File: src/design/lc3b_params.svh
`ifndef LC3B_PARAMS_SVH
`define LC3B_PARAMS_SVH

// datapath word
`define LC3B_WORD_W     16

// lc3x multiply works on the low byte of each operand
`define LC3B_MULT_W     8

// shift amount field, low bits of operand b
`define LC3B_SHIFT_W    4

// one quotient bit per restoring step
`define LC3B_DIV_STEPS  16

`endif

File: src/design/lc3b_pkg.sv
`include "lc3b_params.svh"

package lc3b_pkg;

    typedef logic [`LC3B_WORD_W-1:0] lc3b_word;

    typedef enum logic [2:0]
    {
        op_add,
        op_and,
        op_not,
        op_lshf,
        op_rshfl,
        op_rshfa,
        op_mult,    // lc3x extension
        op_div      // lc3x extension
    } lc3b_exec_op;

    typedef struct packed
    {
        logic n;
        logic z;
        logic p;
    } lc3b_nzp;

    typedef struct packed
    {
        lc3b_exec_op op;
        lc3b_word    a;
        lc3b_word    b;
    } lc3b_exec_req;

    typedef struct packed
    {
        lc3b_word result;
        lc3b_nzp  nzp;
    } lc3b_exec_rsp;

    typedef enum logic [1:0]
    {
        md_idle,
        md_busy,
        md_done
    } lc3b_md_state;

    typedef enum logic [1:0]
    {
        seq_idle,
        seq_wait,
        seq_ack
    } lc3b_seq_state;

endpackage : lc3b_pkg

File: src/design/lc3b_alu.sv
`timescale 1ns/1ps
`include "lc3b_params.svh"

module lc3b_alu
    import lc3b_pkg::*;
(
    input  lc3b_exec_op op,
    input  lc3b_word    a,
    input  lc3b_word    b,
    output lc3b_word    f
);

    logic [`LC3B_SHIFT_W-1:0] shamt;

    assign shamt = b[`LC3B_SHIFT_W-1:0];    // imm4 field of the shift

    always_comb
    begin
        case (op)
            op_add:
            begin
                f = a + b;      // wraps, no carry out
            end
            op_and:
            begin
                f = a & b;
            end
            op_not:
            begin
                f = ~a;         // b unused here
            end
            op_lshf:
            begin
                f = a << shamt;
            end
            op_rshfl:
            begin
                f = a >> shamt;     // zero fill
            end
            op_rshfa:
            begin
                f = lc3b_word'($signed(a) >>> shamt);   // sign fill
            end
            default:
            begin
                // mult and div are handled by the muldiv unit
                f = '0;
            end
        endcase
    end

endmodule : lc3b_alu

File: src/design/lc3b_muldiv.sv
`timescale 1ns/1ps
`include "lc3b_params.svh"

module lc3b_muldiv
    import lc3b_pkg::*;
(
    input  logic        clk,
    input  logic        rst_n,
    input  logic        start,
    input  lc3b_exec_op op,
    input  lc3b_word    a,
    input  lc3b_word    b,
    output lc3b_word    result,
    output logic        done
);

    localparam int CNT_W = $clog2(`LC3B_DIV_STEPS + 1);

    lc3b_md_state state_q;
    logic [CNT_W-1:0] cnt_q;       // iteration counter
    logic [CNT_W-1:0] last_step;
    logic last;

    lc3b_exec_op md_op_q;
    lc3b_word acc_q;               // product, or dividend turning into quotient
    lc3b_word sh_q;                // multiplicand or divisor
    lc3b_word rem_q;               // partial remainder
    logic [`LC3B_MULT_W-1:0] mplier_q;

    logic [`LC3B_WORD_W:0] rem_shift;
    logic [`LC3B_WORD_W:0] trial;

    always_comb
    begin
        if (md_op_q == op_div)
            last_step = CNT_W'(`LC3B_DIV_STEPS - 1);
        else
            last_step = CNT_W'(`LC3B_MULT_W - 1);
        last = (cnt_q == last_step);

        // bring down the next dividend bit, then try the subtract
        rem_shift = {rem_q, acc_q[`LC3B_WORD_W-1]};
        trial = rem_shift - {1'b0, sh_q};
    end

    always_ff @(posedge clk or negedge rst_n)
    begin
        if (!rst_n)
        begin
            state_q <= md_idle;
            cnt_q <= '0;
        end
        else
        begin
            case (state_q)
                md_idle:
                begin
                    if (start)
                    begin
                        state_q <= md_busy;
                        cnt_q <= '0;
                    end
                end
                md_busy:
                begin
                    if (last)
                        state_q <= md_done;
                    else
                        cnt_q <= cnt_q + 1'b1;
                end
                default:
                begin
                    state_q <= md_idle;     // done lasts one cycle
                end
            endcase
        end
    end

    always_ff @(posedge clk)
    begin
        if (state_q == md_idle && start)
        begin
            md_op_q <= op;
            rem_q <= '0;
            if (op == op_div)
            begin
                acc_q <= a;
                sh_q <= b;
            end
            else
            begin
                acc_q <= '0;
                sh_q <= {{(`LC3B_WORD_W - `LC3B_MULT_W){1'b0}}, a[`LC3B_MULT_W-1:0]};
                mplier_q <= b[`LC3B_MULT_W-1:0];
            end
        end
        else if (state_q == md_busy)
        begin
            if (md_op_q == op_div)
            begin
                if (trial[`LC3B_WORD_W])
                begin
                    rem_q <= rem_shift[`LC3B_WORD_W-1:0];   // restore
                    acc_q <= {acc_q[`LC3B_WORD_W-2:0], 1'b0};
                end
                else
                begin
                    rem_q <= trial[`LC3B_WORD_W-1:0];
                    acc_q <= {acc_q[`LC3B_WORD_W-2:0], 1'b1};
                end
            end
            else
            begin
                if (mplier_q[0])
                    acc_q <= acc_q + sh_q;
                sh_q <= sh_q << 1;
                mplier_q <= mplier_q >> 1;
            end
        end
    end

    // a zero divisor never fails the trial, so the quotient ends as all ones
    assign result = acc_q;
    assign done = (state_q == md_done);

endmodule : lc3b_muldiv

File: src/design/lc3b_exec_sequencer.sv
`timescale 1ns/1ps

module lc3b_exec_sequencer
    import lc3b_pkg::*;
(
    input  logic         clk,
    input  logic         rst_n,
    input  logic         req,
    input  lc3b_exec_req req_data,
    output logic         ack,
    output lc3b_exec_rsp rsp,
    output lc3b_exec_op  op,
    output lc3b_word     a,
    output lc3b_word     b,
    input  lc3b_word     alu_f,
    output logic         md_start,
    input  lc3b_word     md_result,
    input  logic         md_done
);

    lc3b_seq_state state_q;
    lc3b_seq_state state_d;
    logic req_q;            // registered req
    logic req_is_md;
    logic is_md;
    logic result_ready;
    lc3b_word result_sel;
    lc3b_nzp nzp_sel;

    always_comb
    begin
        req_is_md = (req_data.op == op_mult) || (req_data.op == op_div);
        is_md = (op == op_mult) || (op == op_div);
        result_ready = is_md ? md_done : 1'b1;     // alu settles in one cycle
        result_sel = is_md ? md_result : alu_f;

        // gencc
        nzp_sel.n = result_sel[$bits(lc3b_word)-1];
        nzp_sel.z = (result_sel == '0);
        nzp_sel.p = !nzp_sel.n && !nzp_sel.z;

        state_d = state_q;
        case (state_q)
            seq_idle:
            begin
                if (req_q)
                    state_d = seq_wait;
            end
            seq_wait:
            begin
                if (result_ready)
                    state_d = seq_ack;
            end
            seq_ack:
            begin
                if (!req_q)
                    state_d = seq_idle;     // four-phase return to zero
            end
            default:
            begin
                state_d = seq_idle;
            end
        endcase
    end

    always_ff @(posedge clk or negedge rst_n)
    begin
        if (!rst_n)
        begin
            state_q <= seq_idle;
            req_q <= 1'b0;
            md_start <= 1'b0;
            rsp <= '0;
        end
        else
        begin
            state_q <= state_d;
            req_q <= req;
            md_start <= (state_q == seq_idle) && req_q && req_is_md;    // one cycle pulse
            if (state_q == seq_wait && result_ready)
            begin
                rsp.result <= result_sel;
                rsp.nzp <= nzp_sel;
            end
        end
    end

    // operand capture, held stable for alu and muldiv
    always_ff @(posedge clk)
    begin
        if (state_q == seq_idle && req_q)
        begin
            op <= req_data.op;
            a <= req_data.a;
            b <= req_data.b;
        end
    end

    assign ack = (state_q == seq_ack);

endmodule : lc3b_exec_sequencer

File: src/design/lc3b_exec_unit.sv
`timescale 1ns/1ps

module lc3b_exec_unit
    import lc3b_pkg::*;
(
    input  logic         clk,
    input  logic         rst_n,
    input  logic         req,
    input  lc3b_exec_req req_data,
    output logic         ack,
    output lc3b_exec_rsp rsp
);

    lc3b_exec_op op;
    lc3b_word a;
    lc3b_word b;
    lc3b_word alu_f;
    lc3b_word md_result;
    logic md_start;
    logic md_done;

    lc3b_exec_sequencer sequencer
    (
        .clk(clk),
        .rst_n(rst_n),
        .req(req),
        .req_data(req_data),
        .ack(ack),
        .rsp(rsp),
        .op(op),
        .a(a),
        .b(b),
        .alu_f(alu_f),
        .md_start(md_start),
        .md_result(md_result),
        .md_done(md_done)
    );

    lc3b_alu alu
    (
        .op(op),
        .a(a),
        .b(b),
        .f(alu_f)
    );

    lc3b_muldiv muldiv
    (
        .clk(clk),
        .rst_n(rst_n),
        .start(md_start),
        .op(op),
        .a(a),
        .b(b),
        .result(md_result),
        .done(md_done)
    );

endmodule : lc3b_exec_unit

File: config.mk
export PLATFORM = sky130hd
export DESIGN_NAME = lc3b_exec_unit
export DESIGN_NICKNAME = d
export VERILOG_FILES = /design/src/design/lc3b_pkg.sv /design/src/design/lc3b_alu.sv /design/src/design/lc3b_muldiv.sv /design/src/design/lc3b_exec_sequencer.sv /design/src/design/lc3b_exec_unit.sv
export VERILOG_INCLUDE_DIRS = /design/src /design/src/design
export SDC_FILE = /design/constraint.sdc
export NUM_CORES = 1
export LEC_CHECK = 0
export BUFFER_PORTS_ARGS = -buffer_cell sky130_fd_sc_hd__buf_2
export CAP_MARGIN = 20
export CORE_UTILIZATION = 60
export DETAILED_ROUTE_END_ITERATION = 10
export GPL_ROUTABILITY_DRIVEN = 0
export PLACE_DENSITY = 0.77
export SYNTH_ARGS = -nofsm -noshare
export SYNTH_HDL_FRONTEND = slang
export SYNTH_SLANG_ARGS = --single-unit
File: constraint.sdc
create_clock -name clk -period 4.7 [get_ports clk]
set_input_delay 0.47 -clock clk [delete_from_list [all_inputs] [get_ports clk]]
set_output_delay 0.47 -clock clk [all_outputs]
set_load 0.02 [all_outputs]
* After elaboration in Yosys (flattened, before gate mapping)
Index checks and enable logic that the tools add are counted.
** Storage, ports and cells
- Word-level logic and storage cells :: 101
- Register bits after elaboration :: 124
- Input port bits :: 38
- Bits in latches :: 0
- Memories :: 0
- Bits in read-only memories :: 0
- RAM bits :: 0
- Output and inout bits :: 20
** Cells by class
- Div/mod/pow operators :: 0
- Eq/ne operators :: 23
- Bitwise gates (word level) :: 2
- Multiplexer cells :: 29
- Shifts and indexed selects :: 3
- Magnitude comparators :: 0
- Reduce and logical (&&, ||, !) cells :: 23
- $add $sub $neg :: 4
- $mul :: 0
** Operators by type and width (number)
- 2-to-1 mux 16 bit :: 11
- case mux 16 bit (6 select lines) :: 1
- adder 16 bit :: 2
- 2-to-1 mux 8 bit :: 4
- equality test 3 bit (second input constant) :: 7
- subtractor 17 x 16 -> 17 bit :: 1
- bitwise AND 16 bit :: 1
- zero test 16 bit :: 1
- NOT 16 bit :: 1
- << shifter 16 x 4 -> 16 bit :: 1
- >> shifter 16 x 4 -> 16 bit :: 1
- >>> shifter 16 x 4 -> 16 bit :: 1
- 2-to-1 mux 2 bit :: 5
- 2-to-1 mux 5 bit :: 2
- inequality test 2 bit (second input constant) :: 5
- case mux 5 bit (2 select lines) :: 1
- AND reduction 3 bit :: 3
- AND reduction 2 bit :: 4
- equality test 3 x 2 -> 1 bit (second input constant) :: 2
- inequality test 2 x 1 -> 1 bit (second input constant) :: 3
- case mux 2 bit (3 select lines) :: 1
- adder 5 x 1 -> 5 bit (second input constant) :: 1
- equality test 5 x 4 -> 1 bit :: 1
- logical AND 1 bit :: 5
- other kinds (12) :: 19

* Depth between registers and ports, before layout
Gate-level depths: netlist of run 1.
- Depth after elaboration :: 6
- Gate-level depth with buffers :: 13
- Depth with buffers taken out :: 11

* By module
Synthesis of run 1 repeated with hierarchy kept, for this count alone.
** Unflattened totals
- Cells, all modules :: 1006
- Area total of the unflattened synthesis :: 9355.2 sq um
** By module, submodules not included
- lc3b_muldiv :: sequential area each 1786.7 sq um, area an instance 4563.1 sq um, cells each 526, times used 1
- lc3b_alu :: sequential area each 0.0 sq um, area an instance 2608.8 sq um, cells each 341, times used 1
- lc3b_exec_sequencer :: sequential area each 1601.5 sq um, area an instance 2183.3 sq um, cells each 139, times used 1

* Least setup slack after synthesis of run 1
OpenSTA, ideal clock, no wires.
- Kind :: reg2reg
- From :: register sequencer.a[0]
- To :: register sequencer.rsp[1] (netlist name)
- Period minus slack after synthesis :: 3096 ps
- Arrival time :: 3029 ps
- Buffers on the path :: 0
- Data required time :: 4633 ps
- Path slack :: 1604 ps
- Cell stages (with the launch flop) :: 11
- Setup time :: 67 ps
- Cell sequence :: edfxtp_1 -> ha_1 -> fa_1 -> a211oi_2 -> o21ai_1 -> a32oi_2 -> mux2i_1 -> a211o_1 -> or4_1 -> nor4_2 -> a32o_1
** Between the ends
- Longest elaborated chain between the ends :: 4
- Elaborated cells on any way between the ends :: 9
- Those cells by class :: add/sub (1); shift (3); mux (2); bitwise (2); reduce/logical (1)
** RTL lines
- start: declaration :: RTL line lc3b_exec_sequencer.sv:13 : output lc3b_word a,
- start signal: assignment :: RTL line lc3b_exec_sequencer.sv:94 : a <= req_data.a;
- adder 16 bit, or another cell as far along :: RTL line lc3b_alu.sv:22 : f = a + b;
- case mux 16 bit (6 select lines) * :: RTL line lc3b_alu.sv:19 : case (op)
- 2-to-1 mux 16 bit * :: RTL line lc3b_exec_sequencer.sv:35 : result_sel = is_md ? md_result : alu_f;
- zero test 16 bit * :: RTL line lc3b_exec_sequencer.sv:39 : nzp_sel.z = (result_sel == '0);
Mark *: on every way between the ends. The rest lies on a longest branch, timed or not.
A chain may end at the register's enable or synchronous reset.

* Worst setup path in the final report of run 1
- From :: register sequencer.b[0]
- To :: register sequencer.rsp[1] (netlist name)
** Between the ends
- Longest elaborated chain between the ends :: 4
- Elaborated cells on any way between the ends :: 8
- Those cells by class :: add/sub (1); shift (3); mux (2); bitwise (1); reduce/logical (1)
** RTL lines
- start: declaration :: RTL line lc3b_exec_sequencer.sv:14 : output lc3b_word b,
- start signal: assignment :: RTL line lc3b_exec_sequencer.sv:95 : b <= req_data.b;
- adder 16 bit, or another cell as far along :: RTL line lc3b_alu.sv:22
- case mux 16 bit (6 select lines) * :: RTL line lc3b_alu.sv:19
- 2-to-1 mux 16 bit * :: RTL line lc3b_exec_sequencer.sv:35
- zero test 16 bit * :: RTL line lc3b_exec_sequencer.sv:39
Marks and branches as above.

==> impl_metrics.csv, run 1 <==
group,metric,value,unit
pwr,switching_share,43.76,%
clock_tree,cts_tree,"built",
final_layout,area_delta_synth_final,10.36,%
synth,synth_flop_cell,"edfxtp_1",
worst_setup_path,worst_ep_required_time,5.07,ns
detailed_routing,avgViaCountPerCell,6.624,
die,pin_count,58,
sta,fmax,268.8,MHz
pwr,p_sw,3.474,mW
detailed_routing,drc,0,
grt,grt_start_max_net_pins,46,
detailed_routing,ant_nets,0,
clock_tree,cts_setup_buffers,0,
clock_tree,clock-root-buffer,"clkbuf_16",
final_layout,antenna_cells,0,
grt,grt-ovfl-total,0,
detailed_routing,drt_iter0_markers,1580,
placed_design,placed_area,0.009722,mm^2
synth,yosysMostFrequentCell,"nand2_1",
worst_setup_path,start_kind,"register",
clock_tree,clkTransAtPathRegs,0.06,ns
die,row_count,45,
clock_tree,cts_hold_buf,0,
placed_design,port_buffers,57,
sta,finalHoldViolCount,0,
pwr,p_per_area,765.6,mW/mm^2
detailed_routing,wl,27.08,mm
synth,async_flop_share,23.58,%
sta,setup_tns,0,ns
sta,layout_worst_path_cycle_share,79.17,%
die,initial_core_util,61.57,%
pwr,clkPwrFrac,18.1,%
synth,synth.avg_cell_area,9.017,um^2
clock_tree,worstSkewPairLatency,0.44,ns
detailed_routing,post_drt_wl_per_cell,20.94,um
synth,synth_commonest_cells,"nand2_1 (122), o21ai_0 (102), nor2_1 (79)",
synth,synth_nets,1132,
clock_tree,cts_buffers,17,
sta,drv_slew,0,
pwr,worst_ir_drop_vdd,0.4366,mV
sta,max_slew_margin,30.30,%
flow_run,max-cap-violations,0,
worst_setup_path,path_class,"reg2reg",
sta,post-route-min-period,3.721,ns
grt,grt_pass1_wl,42.86,mm
placed_design,place_hpwl,18.87,mm
synth,synth_edf_count,78,
synth,synth_top_area_cell,"edfxtp_1",
die,die_area,0.01616,mm^2
die,design.core.area,0.01526,mm^2
detailed_routing,first_pass_iters,6,
synth,synth_area_leaders,"edfxtp_1 (25%), dfrtp_1 (7.7%), ha_1 (6.5%), o21ai_0 (5.4%), nand2_1 (4.9%)",
synth,yosysWarnings,0,
clock_tree,clk_path_buf_depth,2,
pwr,power_frac_comb,54.0,%
grt,grt_pass1_vias,7830,
detailed_routing,vias,8565,
sta,setup_viol,0,
final_layout,fin_area,0.01037,mm^2
clock_tree,htreeDepth,4,
pwr,sequentialPowerShare,27.9,%
worst_setup_path,arrival,4.09,ns
synth,synth_top_area_share,24.93,%
clock_tree,cts_resized,0,
min_path,hold_class,"in2async",
final_layout,nNetsFinal,1159,
worst_setup_path,cp_max_fo,21,
synth,yosysSeqAreaShare,36.06,%
synth,synth-seq-cells,123,
synth,synth_cell_types,83,
final_layout,drive_gt1_share,14.33,%
die,die_w,127.1,um
clock_tree,cts_sinks,123,
die,die_h,127.1,um
sta,fin_skew,0.009604,ns
worst_setup_path,r2r_cells,9,
pwr,p_int,4.465,mW
worst_setup_path,endpoint_kind,"register",
sta,worst_pin_slew,1.043,ns
grt,antenna_found_initial,0,
synth,synth_area,0.009395,mm^2
status,status,"finished clean",
grt,grt_util_all_layers,35.09,%
sta,rsz0062_at_grt,"false",
synth,synthesis.instances,1042,
pwr,leakage,4.231,nW
[layout by cell type, fill, tap and decap left out, types with 6 or more instances in the layout]
cell	n
edfxtp_1	78
clkbuf_16	20
and3_1	11
nor3_1	20
a31oi_1	18
nand3_1	27
xnor2_1	16
buf_4	18
ha_1	49
a21o_1	6
mux2i_1	36
a21oi_1	73
nand4_1	10
o211ai_1	13
a211oi_1	15
buf_2	57
mux4_2	14
inv_1	44
nor3b_1	8
nor2_1	78
or3_1	6
nand2b_1	12
dfrtp_1	29
a22oi_1	12
dfxtp_1	16
o31ai_1	8
o21ai_0	102
a21boi_0	6
o22ai_1	7
xor2_1	13
mux2_2	16
or2_2	6
nor2b_1	12
nand2_1	122
[cell families (layout without fill, tap and decap cells)]
| group | count (synthesis) | after routing | share of synthesized area, % |
|---|---|---|---|
| adders and majority gates | 52 | 52 | 7.165 |
| DFF | 123 | 123 | 36.06 |
| muxes | 67 | 67 | 9.389 |
| and+or+nand+nor | 337 | 337 | 17.06 |
| AOI/OAI and AO/OA | 322 | 322 | 21.85 |
| buffers and inverters | 112 | 152 | 5.766 |
| xor gates and xnor gates | 29 | 29 | 2.703 |
[area by class of cell]
cell class                      instances  area, um^2
Clock inverter                          7       97.59
Tap cell                              211       264.0
Sequential cell                       123        3388
Multi-Input combinational cell        807        5480
Inverter                               45       168.9
Fill cell                            1216        4890
Clock buffer                           25       549.3
Timing Repair Buffer                   75       420.4
[through the flow]
stage               std cells  power (mW)  worst slack [ns]  util [%]  hold slack [ns]
finish                   1293       7.938            0.9791     67.95          0.07416
global route             1293       8.515            0.7299     67.95           0.1325
CTS                      1293       7.854            0.9971     67.95          0.09277
detailed placement       1261       6.375            0.9811     63.71           0.4698
global placement         1261       6.291             1.028     63.71           0.4603
floorplan                1042       5.377             1.604         -           0.1744
[sequential cells by signal (all words and copies together), names as in the netlist]
| register | flops |
|---|---|
| sequencer.rsp | 18 |
| muldiv.rem_q | 16 |
| muldiv.result | 16 |
| muldiv.sh_q | 16 |
| sequencer.a | 16 |
| sequencer.b | 16 |
| muldiv.mplier_q | 8 |
| muldiv.cnt_q | 5 |
| muldiv.md_op_q | 3 |
| sequencer.op | 3 |
| muldiv.state_q | 2 |
| sequencer.state_q | 2 |
| sequencer.md_start | 1 |
| sequencer.req_q | 1 |
[path summary, 6_finish.rpt]
path | startpoint | to | slack (ns)
max | sequencer.b[0] | sequencer.rsp[1] | 0.98
min | rst_n | sequencer.rsp[12] | 0.07
max reg2reg | sequencer.b[0] | sequencer.rsp[1] | 0.98
min reg2reg | sequencer.rsp[4] | sequencer.rsp[4] | 0.48
max in group asynchronous | rst_n | sequencer.md_start | 4.17
min in group clk | req | sequencer.req_q | 0.14
[per-layer routing]
| metal | track usage (%) | up-vias | wire length, um |
|---|---|---|---|
| met5 | 0 | - | 0 |
| met4 | 15.55 | 0 | 1101 |
| met3 | 9.799 | 115 | 3132 |
| met2 | 51.13 | 569 | 11620 |
| met1 | 48.87 | 3937 | 11220 |
| li1 | - | 3944 | - |
[power by group through the flow]
| stage | Clock [mW] | Sequential, mW | Combinational (mW) |
|---|---|---|---|
| floorplan | 0 | 2.09 | 3.29 |
| detailed placement | 0 | 2.21 | 4.17 |
| CTS | 1.44 | 2.20 | 4.22 |
| global route | 1.49 | 2.26 | 4.77 |
| global placement | 0 | 2.20 | 4.09 |
| finish | 1.44 | 2.22 | 4.28 |
[worst max-delay path, stage by stage, from the launching register on]
cell	delay, ns
edfxtp_1	0.73
buf_4	0.40
mux4_2	0.59
mux2i_1	0.15
nor2_1	0.08
a221oi_1	0.47
o21ai_0	0.22
or4_1	0.45
nor4_2	0.35
a32o_1	0.21
Note: power is estimated with default switching activity, not from simulation.
==> run 2, diff against run 1 <==
- clock period: 4.7 -> 3.55 ns (I/O delays scaled with it)
==> run 2 against run 1 <==
Sequential cell count is the same. Fmax up 9.3%. Core utilization is 0.88 points higher. Die area unchanged. Critical path type unchanged. Critical endpoint unchanged.
==> impl_metrics.csv, run 2 (synthesis gave the netlist of run 1 again) <==
group,metric,value,unit
worst_setup_path,cpMaxStageDelayCell,"or4_1",
final_layout,fin_area,0.01050,mm^2
detailed_routing,wl,27.19,mm
worst_setup_path,endpoint_kind,"register",
final_layout,largest_reg_flops,18,
die,initial_core_util,61.57,%
sta,drv_slew,0,
clock_tree,htreeDepth,4,
clock_tree,cts_resized,0,
pwr,leakage,4.326,nW
worst_setup_path,cp_max_fo,3,
detailed_routing,ant_nets,0,
worst_setup_path,path_class,"reg2reg",
worst_setup_path,path_cells,"ha_1 > fa_1 > a211oi_2 > o21ai_1 > a32oi_2 > mux2i_1 > a211o_1 > or4_1 > nor4_2 > a32o_1",
grt,grt_pass1_vias,8150,
final_layout,antenna_cells,0,
sta,layout_worst_path_cycle_share,95.93,%
placed_design,place_hpwl,19.89,mm
placed_design,port_buffers,57,
final_layout,final_util,68.83,%
grt,grt_start_max_net_pins,47,
sta,setup_tns,0,ns
die,row_count,45,
grt,antenna_found_initial,0,
die,die_w,127.1,um
die,design.core.area,0.01526,mm^2
sta,fin_skew,0.008349,ns
die,die_area,0.01616,mm^2
clock_tree,cts_tree,"built",
sta,finalHoldViolCount,0,
final_layout,final_common_cell,"nand2_1",
placed_design,placed_area,0.009942,mm^2
worst_setup_path,worst_ep_required_time,3.92,ns
detailed_routing,avgViaCountPerCell,6.605,
worst_setup_path,start_kind,"register",
worst_setup_path,cp_slowest_stage_delay,0.55,ns
clock_tree,clock-root-buffer,"clkbuf_16",
sta,post-route-min-period,3.405,ns
final_layout,drive_gt1_share,16.41,%
status,status,"finished clean",
clock_tree,clkTransAtPathRegs,0.06,ns
sta,setup_viol,0,
flow_run,max-cap-violations,0,
die,die_h,127.1,um
final_layout,area_delta_synth_final,11.79,%
pwr,p_per_area,992.3,mW/mm^2
worst_setup_path,reg2reg_slack,0.14,ns
pwr,worst_ir_drop_vdd,0.5565,mV
final_layout,nNetsFinal,1186,
sta,worst_pin_slew,1.124,ns
die,pin_count,58,
worst_setup_path,arrival,3.77,ns
detailed_routing,vias,8718,
min_path,hold_class,"in2reg",
detailed_routing,drc,0,
grt,grt_util_all_layers,35.55,%
detailed_routing,post_drt_wl_per_cell,20.60,um
grt,grt_pass1_wl,43.80,mm
sta,max_slew_margin,24.88,%
detailed_routing,drt_iter0_markers,1264,
sta,rsz0062_at_grt,"false",
grt,grt-ovfl-total,0,
final_layout,top_register,"sequencer.rsp",
final_layout,mostFrequentLayoutCells,"nand2_1 (122), o21ai_0 (102), nor2_1 (78), edfxtp_1 (78), a21oi_1 (73)",
sta,fmax,293.7,MHz
detailed_routing,first_pass_iters,6,
clock_tree,worstSkewPairLatency,0.43,ns
clock_tree,cts_sinks,123,
clock_tree,clk_path_buf_depth,2,
clock_tree,cts_buffers,17,
-- run 2: cell count changes in the layout (fill, tap and decap cells not counted), sizes merged --
| cell | before | now |
|---|---|---|
| buf | 75 | 101 |
| bufinv | 2 | 1 |
| clkbuf | 25 | 18 |
| clkinv | 3 | 8 |
| clkinvlp | 1 | 2 |
| dlygate4sd3 | 0 | 1 |
| inv | 46 | 48 |
-- run 2: critical path: cells and delay by family (launching register included) --
kind | cells | cell delay (ns)
adder cells (fa/ha/maj) | 2 | 0.72
AO/OA/AOI/OAI | 5 | 1.25
flip-flops | 1 | 0.39
multiplexers | 1 | 0.11
AND/OR/NAND/NOR | 2 | 0.86
-- run 2: through the flow --
| stage | worst slack, ns | total power, mW | cells | hold slack (ns) |
|---|---|---|---|---|
| floorplan | 0.4536 | 7.119 | 1042 | 0.05941 |
| global placement | 0.3159 | 8.484 | 1287 | 0.4228 |
| detailed placement | 0.2502 | 8.607 | 1287 | 0.4291 |
| CTS | 0.2157 | 10.31 | 1320 | 0.02637 |
| global route | 0.03125 | 11.21 | 1320 | 0.02393 |
| finish | 0.1446 | 10.42 | 1320 | 0.03364 |
-- run 2: cell type report --
| class | instances | area [um^2] |
|---|---|---|
| multi-input cells | 807 | 5480 |
| fillers | 1184 | 4756 |
| flip-flops and latches | 123 | 3388 |
| repair buffers | 102 | 650.6 |
| clock buffers | 18 | 429.2 |
| well taps | 211 | 264.0 |
| inverters | 45 | 168.9 |
| clock inverters | 14 | 121.4 |
-- run 2: report_power, final --
| part | total (mW) | switching, mW | internal (mW) |
|---|---|---|---|
| clock | 1.64 | 0.676 | 0.962 |
| sequential | 2.83 | 0.505 | 2.33 |
| combinational | 5.95 | 3.45 | 2.50 |
-- run 2: metal layers --
metal / GRT usage (%) / vias up / wire length [um]
met5: 0 / - / 0
met4: 16.74 / 0 / 1182
met3: 8.878 / 95 / 3003
met2: 52.13 / 566 / 11600
met1: 49.54 / 4041 / 11400
li1: - / 4016 / -
-- run 2: final timing paths --
check,startpoint,to,depth (start not counted)
worst min register to register,sequencer.rsp[3],sequencer.rsp[3],2
worst min-delay path,req,sequencer.req_q,1
worst max register to register,sequencer.a[0],sequencer.rsp[1],10
worst max-delay path,sequencer.a[0],sequencer.rsp[1],10
max in group asynchronous,rst_n,sequencer.md_start,2
min in group asynchronous,rst_n,sequencer.rsp[9],2
-- run 2: timing repair --
action / 4_1_cts / 5_1_grt
buffers inserted: 0 / 0
endpoints found under the hold margin: 29 / 0
hold buffers: 1 / 0
